### src/hdl/pulse_seq_pkg.sv
package pulse_seq_pkg;

   localparam int NUM_CHANNELS   = 2;  // Pulse channels in the generate loop
   localparam int CFG_CREDITS    = 4;  // Receiver buffer depth and host starting credits
   localparam int CFG_PTR_W      = $clog2(CFG_CREDITS);
   localparam int ATT_STEP       = 6;  // Extra attenuation for first pulses and guard
   localparam int ATT_GUARD      = 20; // Guard length before the period end
   localparam int INHIBIT_LEAD   = 5;  // Blocking closes this early before nutation
   localparam int CW_SYNC_CYCLES = 16; // Scope trigger length in CW mode

   // Configuration word addresses
   localparam int ADDR_PERIOD      = 0;
   localparam int ADDR_CH0_BASE    = 1;  // p1_start, p1_stop, p2_start, p2_stop per channel
   localparam int ADDR_NUT_W       = 9;
   localparam int ADDR_NUT_D       = 10;
   localparam int ADDR_ATT         = 11;
   localparam int ADDR_BLOCK_DELAY = 12;
   localparam int ADDR_MODE        = 13; // Bit 0 cw, bit 1 block_en
   localparam int ADDR_COMMIT      = 15;

   typedef struct packed {
      logic [3:0]  addr;
      logic [31:0] data;
   } cfg_word_t;

   // Windows are half open, start included and stop excluded
   typedef struct packed {
      logic [15:0] p1_start;
      logic [15:0] p1_stop;
      logic [15:0] p2_start;
      logic [15:0] p2_stop;
   } chan_timing_t;

   typedef struct packed {
      logic cw;
      logic block_en;
   } mode_t;

   typedef struct packed {
      logic [31:0]                          period;      // Last count of the period
      chan_timing_t [NUM_CHANNELS-1:0]      chan;
      logic [7:0]                           nut_w;
      logic [15:0]                          nut_d;       // Nutation ends this far before the end
      logic [6:0]                           att;
      logic [7:0]                           block_delay; // Blocking opens this late after p2_stop
      mode_t                                mode;
   } seq_settings_t;

   typedef struct packed {
      logic [31:0]                          count;
      logic                                 wrap;      // Last cycle of the period
      mode_t                                mode;
      logic [6:0]                           att;
      logic [31:0]                          nut_start;
      logic [31:0]                          nut_stop;
      logic [15:0]                          block_off;
      logic [15:0]                          sync_off;  // Pulsed trigger bound, channel 0 p2_stop
      logic [31:0]                          period;
      chan_timing_t [NUM_CHANNELS-1:0]      chan;      // Active windows per channel
   } timebase_t;

endpackage

### src/hdl/seq_config_rx.sv
module seq_config_rx import pulse_seq_pkg::*; (
   input  logic          clk,
   input  logic          reset,
   input  logic          cfg_valid,      // Host only sends while holding a credit
   input  cfg_word_t     cfg_word,
   output logic          cfg_credit,     // One pulse per drained word
   input  logic          commit_ack,     // Time base took the shadow set at wrap
   output seq_settings_t shadow,
   output logic          commit_pending
);

   cfg_word_t            buf_mem [CFG_CREDITS]; // Word buffer, sized to the credit count
   logic [CFG_PTR_W-1:0] wr_ptr;
   logic [CFG_PTR_W-1:0] rd_ptr;
   logic [CFG_PTR_W:0]   fill;
   logic                 drain;
   cfg_word_t            rd_word;

   assign drain   = (fill != '0) && !commit_pending; // Frozen while a commit waits for wrap
   assign rd_word = buf_mem[rd_ptr];

   always_ff @(posedge clk) begin
      if (cfg_valid) begin
         buf_mem[wr_ptr] <= cfg_word; // Credits guarantee a free slot
      end
   end

   always_ff @(posedge clk) begin
      if (reset) begin
         wr_ptr     <= '0;
         rd_ptr     <= '0;
         fill       <= '0;
         cfg_credit <= 1'b0;
      end else begin
         if (cfg_valid) begin
            wr_ptr <= wr_ptr + 1'b1; // Depth is a power of two, pointers wrap freely
         end
         if (drain) begin
            rd_ptr <= rd_ptr + 1'b1;
         end
         case ({cfg_valid, drain})
            2'b10:   fill <= fill + 1'b1;
            2'b01:   fill <= fill - 1'b1;
            default: fill <= fill; // Both or neither
         endcase
         cfg_credit <= drain; // Credit returns the cycle after removal
      end
   end

   // Address decode into the shadow set
   always_ff @(posedge clk) begin
      if (reset) begin
         shadow         <= '0;
         commit_pending <= 1'b0;
      end else begin
         if (commit_ack) begin
            commit_pending <= 1'b0; // Resume draining
         end
         if (drain) begin
            case (rd_word.addr)
               ADDR_PERIOD:      shadow.period      <= rd_word.data;
               ADDR_NUT_W:       shadow.nut_w       <= rd_word.data[7:0];
               ADDR_NUT_D:       shadow.nut_d       <= rd_word.data[15:0];
               ADDR_ATT:         shadow.att         <= rd_word.data[6:0];
               ADDR_BLOCK_DELAY: shadow.block_delay <= rd_word.data[7:0];
               ADDR_MODE: begin
                  shadow.mode.cw       <= rd_word.data[0];
                  shadow.mode.block_en <= rd_word.data[1];
               end
               ADDR_COMMIT:      commit_pending     <= 1'b1;
               default:          ; // Channel words decoded below, address 14 unused
            endcase
            for (int c = 0; c < NUM_CHANNELS; c++) begin
               if (rd_word.addr == 4'(ADDR_CH0_BASE + 4*c)) begin
                  shadow.chan[c].p1_start <= rd_word.data[15:0];
               end
               if (rd_word.addr == 4'(ADDR_CH0_BASE + 4*c + 1)) begin
                  shadow.chan[c].p1_stop <= rd_word.data[15:0];
               end
               if (rd_word.addr == 4'(ADDR_CH0_BASE + 4*c + 2)) begin
                  shadow.chan[c].p2_start <= rd_word.data[15:0];
               end
               if (rd_word.addr == 4'(ADDR_CH0_BASE + 4*c + 3)) begin
                  shadow.chan[c].p2_stop <= rd_word.data[15:0];
               end
            end
         end
      end
   end

endmodule

### src/hdl/seq_timebase.sv
module seq_timebase import pulse_seq_pkg::*; (
   input  logic          clk,
   input  logic          reset,
   input  seq_settings_t shadow,
   input  logic          commit_pending,
   output logic          commit_ack,
   output timebase_t     tb
);

   seq_settings_t active;    // Settings governing the current period
   logic [31:0]   count;
   logic          wrap;
   logic [31:0]   nut_start;
   logic [31:0]   nut_stop;
   logic [15:0]   block_off;
   logic [15:0]   sync_off;

   assign wrap       = (count == active.period); // Period is period+1 cycles
   assign commit_ack = wrap && commit_pending;   // Swap only on the boundary

   always_ff @(posedge clk) begin
      if (reset) begin
         count <= '0;
      end else if (wrap) begin
         count <= '0;
      end else begin
         count <= count + 1'b1;
      end
   end

   // Derived bounds come from the stable shadow set, not from the counter
   always_ff @(posedge clk) begin
      if (reset) begin
         active    <= '0;
         nut_start <= '0;
         nut_stop  <= '0;
         block_off <= '0;
         sync_off  <= '0;
      end else if (commit_ack) begin
         active    <= shadow;
         nut_start <= shadow.period - 32'(shadow.nut_d) - 32'(shadow.nut_w);
         nut_stop  <= shadow.period - 32'(shadow.nut_d);
         block_off <= shadow.chan[0].p2_stop + 16'(shadow.block_delay);
         sync_off  <= shadow.chan[0].p2_stop; // Equals block_off minus block_delay
      end
   end

   always_comb begin
      tb.count     = count;
      tb.wrap      = wrap;
      tb.mode      = active.mode;
      tb.att       = active.att;
      tb.nut_start = nut_start;
      tb.nut_stop  = nut_stop;
      tb.block_off = block_off;
      tb.sync_off  = sync_off;
      tb.period    = active.period;
      tb.chan      = active.chan;
   end

endmodule

### src/hdl/pulse_channel.sv
module pulse_channel import pulse_seq_pkg::*; (
   input  logic         clk,
   input  logic         reset,
   input  chan_timing_t timing,   // This channel's active windows
   input  timebase_t    tb,
   output logic         win_on,   // Either window open, one cycle after tb
   output logic         first_on  // First window open, same timing as win_on
);

   logic in_first;
   logic in_second;

   // Half-open windows against the shared count
   assign in_first  = (tb.count >= 32'(timing.p1_start)) &&
                      (tb.count <  32'(timing.p1_stop));
   assign in_second = (tb.count >= 32'(timing.p2_start)) &&
                      (tb.count <  32'(timing.p2_stop));

   always_ff @(posedge clk) begin
      if (reset) begin
         win_on   <= 1'b0;
         first_on <= 1'b0;
      end else begin
         win_on   <= in_first | in_second;
         first_on <= in_first; // Drives the attenuator step downstream
      end
   end

endmodule

### src/hdl/pulse_output_stage.sv
module pulse_output_stage import pulse_seq_pkg::*; (
   input  logic                    clk,
   input  logic                    reset,
   input  timebase_t               tb,
   input  logic [NUM_CHANNELS-1:0] win_on,   // Already one cycle behind tb
   input  logic [NUM_CHANNELS-1:0] first_on,
   output logic                    pulse1_on,
   output logic                    pulse2_on,
   output logic                    sync_on,   // Scope trigger
   output logic                    pre_block, // Input blocking
   output logic                    inhib,     // Blocking switch
   output logic [6:0]              pre_att
);

   // Stage 1 lines up the time-base terms with the channel windows
   logic       cw_q;
   logic [6:0] att_q;
   logic       sync_cw_q;
   logic       sync_pl_q;
   logic       nut_q;
   logic       inhib_q;
   logic       guard_q;
   logic [7:0] att_sum;
   logic [6:0] att_hi;
   logic       p1_next;
   logic       p2_next;

   always_ff @(posedge clk) begin
      if (reset) begin
         cw_q      <= 1'b0;
         att_q     <= '0;
         sync_cw_q <= 1'b0;
         sync_pl_q <= 1'b0;
         nut_q     <= 1'b0;
         inhib_q   <= 1'b0;
         guard_q   <= 1'b0;
      end else begin
         cw_q      <= tb.mode.cw;
         att_q     <= tb.att;
         sync_cw_q <= tb.count < 32'(CW_SYNC_CYCLES);
         sync_pl_q <= tb.count < 32'(tb.sync_off);
         nut_q     <= (tb.count >= tb.nut_start) && (tb.count < tb.nut_stop);
         // Closed after the pulses, open again just ahead of the nutation pulse
         if (tb.count < 32'(tb.block_off)) begin
            inhib_q <= tb.mode.block_en;
         end else if ({1'b0, tb.count} + 33'(INHIBIT_LEAD) < {1'b0, tb.nut_start}) begin
            inhib_q <= 1'b0;
         end else begin
            inhib_q <= tb.mode.block_en;
         end
         guard_q   <= {1'b0, tb.count} + 33'(ATT_GUARD) >= {1'b0, tb.period}; // Wide, no underflow
      end
   end

   assign att_sum = {1'b0, att_q} + 8'(ATT_STEP);
   assign att_hi  = att_sum[7] ? 7'h7f : att_sum[6:0]; // Saturate at the code maximum
   assign p1_next = cw_q | win_on[0];                  // Switch 1 held open in CW
   assign p2_next = !cw_q & (win_on[1] | nut_q);

   // Stage 2, every output two cycles behind its count
   always_ff @(posedge clk) begin
      if (reset) begin
         pulse1_on <= 1'b0;
         pulse2_on <= 1'b0;
         sync_on   <= 1'b0;
         pre_block <= 1'b0;
         inhib     <= 1'b0;
         pre_att   <= '0;
      end else begin
         pulse1_on <= p1_next;
         pulse2_on <= p2_next;
         pre_block <= p1_next | p2_next; // Follows the pulses, always high in CW
         sync_on   <= cw_q ? sync_cw_q : sync_pl_q;
         inhib     <= !cw_q & inhib_q;
         pre_att   <= (!cw_q && ((|first_on) || guard_q)) ? att_hi : att_q;
      end
   end

endmodule

### src/hdl/pulse_seq_top.sv
module pulse_seq_top import pulse_seq_pkg::*; (
   input  logic       clk,
   input  logic       reset,
   input  logic       cfg_valid,
   input  cfg_word_t  cfg_word,
   output logic       cfg_credit,
   output logic       pulse1_on,  // Pulse switch 1
   output logic       pulse2_on,  // Pulse switch 2
   output logic       sync_on,    // Scope trigger
   output logic       pre_block,  // Input blocking
   output logic       inhib,      // Blocking switch
   output logic [6:0] pre_att     // Attenuator code
);

   seq_settings_t             shadow;
   logic                      commit_pending;
   logic                      commit_ack;
   timebase_t                 tb;
   logic [NUM_CHANNELS-1:0]   win_on;   // Indexed by channel
   logic [NUM_CHANNELS-1:0]   first_on;

   seq_config_rx u_cfg_rx (
      .clk            (clk),
      .reset          (reset),
      .cfg_valid      (cfg_valid),
      .cfg_word       (cfg_word),
      .cfg_credit     (cfg_credit),
      .commit_ack     (commit_ack),
      .shadow         (shadow),
      .commit_pending (commit_pending)
   );

   seq_timebase u_timebase (
      .clk            (clk),
      .reset          (reset),
      .shadow         (shadow),
      .commit_pending (commit_pending),
      .commit_ack     (commit_ack),
      .tb             (tb)
   );

   // Identical channels, each fed its own active windows
   for (genvar g = 0; g < NUM_CHANNELS; g++) begin : g_chan
      pulse_channel u_chan (
         .clk      (clk),
         .reset    (reset),
         .timing   (tb.chan[g]),
         .tb       (tb),
         .win_on   (win_on[g]),
         .first_on (first_on[g])
      );
   end

   pulse_output_stage u_out (
      .clk       (clk),
      .reset     (reset),
      .tb        (tb),
      .win_on    (win_on),
      .first_on  (first_on),
      .pulse1_on (pulse1_on),
      .pulse2_on (pulse2_on),
      .sync_on   (sync_on),
      .pre_block (pre_block),
      .inhib     (inhib),
      .pre_att   (pre_att)
   );

endmodule

### config.mk
export PLATFORM = sky130hd
export DESIGN_NAME = pulse_seq_top
export DESIGN_NICKNAME = d
export VERILOG_FILES = /design/src/hdl/pulse_seq_pkg.sv /design/src/hdl/seq_config_rx.sv /design/src/hdl/seq_timebase.sv /design/src/hdl/pulse_channel.sv /design/src/hdl/pulse_output_stage.sv /design/src/hdl/pulse_seq_top.sv
export SDC_FILE = /design/constraint.sdc
export NUM_CORES = 2
export LEC_CHECK = 0
export BUFFER_PORTS_ARGS = -buffer_cell sky130_fd_sc_hd__clkbuf_2
export CORE_MARGIN = 5
export CORE_UTILIZATION = 30
export DETAILED_ROUTE_END_ITERATION = 8
export GPL_TIMING_DRIVEN = 0
export SETUP_SLACK_MARGIN = 0.05
export SLEW_MARGIN = 20
export SYNTH_ARGS = -nofsm -noshare
export SYNTH_HDL_FRONTEND = slang
export SYNTH_SLANG_ARGS = --single-unit
### constraint.sdc
create_clock -name clk -period 8.1 [get_ports clk]
set_clock_uncertainty 0.2 [all_clocks]
set_input_delay 1.62 -clock clk [delete_from_list [all_inputs] [get_ports clk]]
set_output_delay 1.62 -clock clk [all_outputs]
set_load 0.005 [all_outputs]
==> results.toml <==
[power]
p_sw_w = 0.00400
total_power_w = 0.0108
vdd_ir_drop_max_uv = 177
p_seq_frac = 0.336
comb_power_share = 0.335
p_sw_frac = 0.370
leakage_nw = 15.3
powerDensity_nw_per_um2 = 275
p_int_w = 0.00682
clkPwrFrac = 0.329

[routing]
routed_via_density = 5.00
drt-wirelength-per-cell_um = 19.5
drc = 0
wl_um = 108000
drt_iter0_drc = 2092
ant_nets = 0
num_vias = 27600
firstDrtPassIters = 6

[cts]
post_cts_buffers = 0
ctsLongestPathBuffers = 3
cts.sinks = 666
path_clk_slew_ps = 60
insertion_delay_ps = 640
h-tree-depth = 3
numCtsBuffers = 72
cts_hold_buf = 0
cts-root-buf = "clkbuf_16"
cts-resized-gates = 0
tritoncts = "yes"

[cells_and_area]
drive_gt1_frac = 0.0673
area_growth_pct = 14.1
final_nets = 4304
fin_area_um2 = 39300

[floorplan]
die_h_um = 349
die_w_um = 349
ios = 52
initial_utilization = 0.302
dieArea_um2 = 122000
row_count = 124
core-area_um2 = 114000

[timing]
finalSetupTns_ps = 0
finalMaxSlewViolations = 0
slew_headroom = 0.156
hold_viol = 0
worst_slew_pin_slew_ps = 1270
fin_hold_ws_ps = 235
fmax_mhz = 166
fin_crit_ps = 6010
final-setup-viol-count = 0
rsz0062_at_grt = "false"
min_period_over_period = 0.742

[critical_path]
cp_max_fo = 12
timing.rr.start = "u_timebase.count[6]"
cp.buffers_inverters = 2
worstSetupPathType = "reg -> reg"
worst_setup_path_start_kind = "flip-flop"
worst_ep_arrival_time_ps = 6330
path_cells = "clkbuf_1 > and3_1 > clkbuf_1 > nand2_1 > nor3_1 > nand3_1 > nor3_1 > xnor2_1 > ha_1 > a21o_1 > a21o_1 > a21oi_1 > nor2b_1 > o21ai_0 > a21oi_1 > nor2_1 > o21ai_0 > a31o_2"
crit_slowest_cell = "dfxtp_1"
reg2regPathDepth = 18
reg2reg_to = "u_out.inhib_q"
cp_top_family = "simple AND/OR/NAND/NOR gates"
r2r_slack_ps = 2090
cp.required_ps = 8420
end_kind = "flip-flop"
max_stage_delay_ps = 1120

[hold_path]
hp-class = "reg -> reg"
hold_start = "u_out.att_q[0]"
holdPathEnd = "u_out.pre_att[0]"
hold_depth = 2

[yosys]
syn_nets = 4174
ys_warn_count = 0
synth_top_cell_by_area = "dfxtp_1"
synth.distinct_cells = 81
yosysTopAreaCellShare = 0.303
synth-edff-count = 144
netlist_instances = 3824
synthArstFlopShare = 0
synth_area_per_cell_um2 = 9.02
ys_ff_latch = 666
synth_area_um2 = 34500
synthFlopType = "dfxtp_1"
synth_area_leaders = "dfxtp_1 (30%), edfxtp_1 (13%), ha_1 (11%)"
yosysSeqAreaShare = 0.428

[placed_design]
port_buffers = 51
placed_area_um2 = 36800
dp_hpwl_um = 78400
place.gp.congestion = 0.935

[run]
cap_violations = 0

[global_routing]
grt_max_degree = 23
grt_pass1_wl_um = 162000
grt_usage = 0.172
grt_pass1_vias = 26200
grt_antenna_before_repair = 2
grt.overflow.total = 0

[status]
status = "completed"
==> power groups by stage <==
stage | sequential [W] | combinational, W | clock (W)
after floorplan | 0.00368 | 0.00240 | 0
final | 0.00364 | 0.00362 | 0.00356
after CTS | 0.00363 | 0.00358 | 0.00362
after detailed placement | 0.00371 | 0.00356 | 0
after global placement | 0.00370 | 0.00352 | 0
after global routing | 0.00365 | 0.00391 | 0.00375
==> metrics by stage <==
stage,std cells,worst slack [ps],util
2_1_floorplan,3824,4100,-
3_3_place_gp,5387,2150,0.321
4_1_cts,5521,2140,0.344
5_1_grt,5521,1720,0.344
3_5_place_dp,5392,2160,0.322
6_report,5523,2090,0.345
==> per-layer routing <==
layer | up-vias | wire [µm] | global-route usage
met5 | - | 13 | 0
met4 | 2 | 3820 | 0.0616
met3 | 178 | 6000 | 0.0215
met2 | 769 | 48800 | 0.280
met1 | 13200 | 49100 | 0.235
li1 | 13400 | - | -
==> cells in the final DEF, fill, tap and decap left out, types with 9 or more instances in the layout <==
cell       instances
mux4_2            36
dfxtp_1          517
nand2_1          578
and3_1            15
mux2i_1          171
a21oi_1          337
nor2_1           349
nand4_1           53
bufinv_16          9
o211ai_1          20
xor2_1            81
nand3_1           77
inv_1            292
clkbuf_16         74
clkbuf_1         197
edfxtp_1         144
or3_1             18
nor4_1            36
nor2b_1           41
o21ai_0           70
nor3_1            42
ha_1             307
clkbuf_2          60
o21a_1            18
clkbuf_8          11
a21o_1            91
or2_2              9
a211oi_1          49
xnor2_1           76
nand2b_1          27
==> registers in the layout, summed over array words and instances, names as in the netlist, 2 cells and up, named ones only <==
signal	cells
u_cfg_rx.shadow	201
u_timebase.tb	169
u_cfg_rx.buf_mem	144
u_timebase.count	32
u_timebase.nut_start	32
u_timebase.nut_stop	32
u_timebase.block_off	16
u_out.att_q	7
u_out.pre_att	7
u_cfg_rx.fill	3
g_chan.u_chan.first_on	2
g_chan.u_chan.win_on	2
u_cfg_rx.rd_ptr	2
u_cfg_rx.wr_ptr	2
==> worst reg2reg max path, delay by kind of cell, from the launching register on <==
family	cells	cell delay, ps
AND/OR/NAND/NOR	7	2200
AO/OA/AOI/OAI	7	1290
flip-flops	1	1120
buffers and inverters	2	740
adder cells (fa/ha/maj)	1	200
XOR/XNOR	1	130
==> how the worst max path moves through the flow <==
stage / slack [ps] / depth (start not counted) / startpoint / end
2_1_floorplan: 4100 / 17 / u_cfg_rx.shadow[21] / u_timebase.nut_start[30]
4_1_cts: 2140 / 18 / u_timebase.count[6] / u_out.inhib_q
3_5_place_dp: 2160 / 18 / u_timebase.count[6] / u_out.inhib_q
3_3_place_gp: 2150 / 18 / u_timebase.count[7] / u_out.inhib_q
6_report: 2090 / 18 / u_timebase.count[6] / u_out.inhib_q
5_1_grt: 1720 / 18 / u_timebase.count[6] / u_out.inhib_q
==> cell type report <==
type / instances / area [µm²]
clock inverters: 35 / 529
diodes: 2 / 5.00
plain buffers: 207 / 811
flip-flops and latches: 666 / 14800
repair buffers: 56 / 358
fillers: 11900 / 74800
well taps: 1512 / 1890
inverters: 292 / 1100
multi-input cells: 2659 / 17800
clock buffers: 94 / 2030
==> logic make-up after synthesis <==
logic type,share of synthesized area
and+or+nand+nor,0.168
buffers and inverters,0.0550
muxes,0.0731
adders and majority gates,0.114
xor gates and xnor gates,0.0399
DFF,0.428
AOI/OAI and AO/OA,0.121
==> cells in the mapped netlist, types with 6 or more instances <==
cell and n:
nor4_1 36, nand4_1 53, or3_1 18, ha_1 307
dfxtp_1 522, a2111oi_0 7, xor2_1 81, o211a_1 7
a31oi_1 7, o21ai_0 70, mux4_2 36, o2111ai_1 7
a211o_1 6, clkbuf_1 196, nand2_1 578, and3_1 15
o31ai_1 8, and2_1 12, inv_1 292, nand3b_1 7
xnor2_1 76, nand4b_1 6, o211ai_1 20, nor3_1 44
nand3_1 77, nor2_1 349, or2_2 9, a21oi_1 337
nand2b_1 27, nor2b_1 41, mux2i_1 171, o21a_1 18
a211oi_1 49, a21o_1 91, edfxtp_1 144
Power figures use the tool's default switching activity.
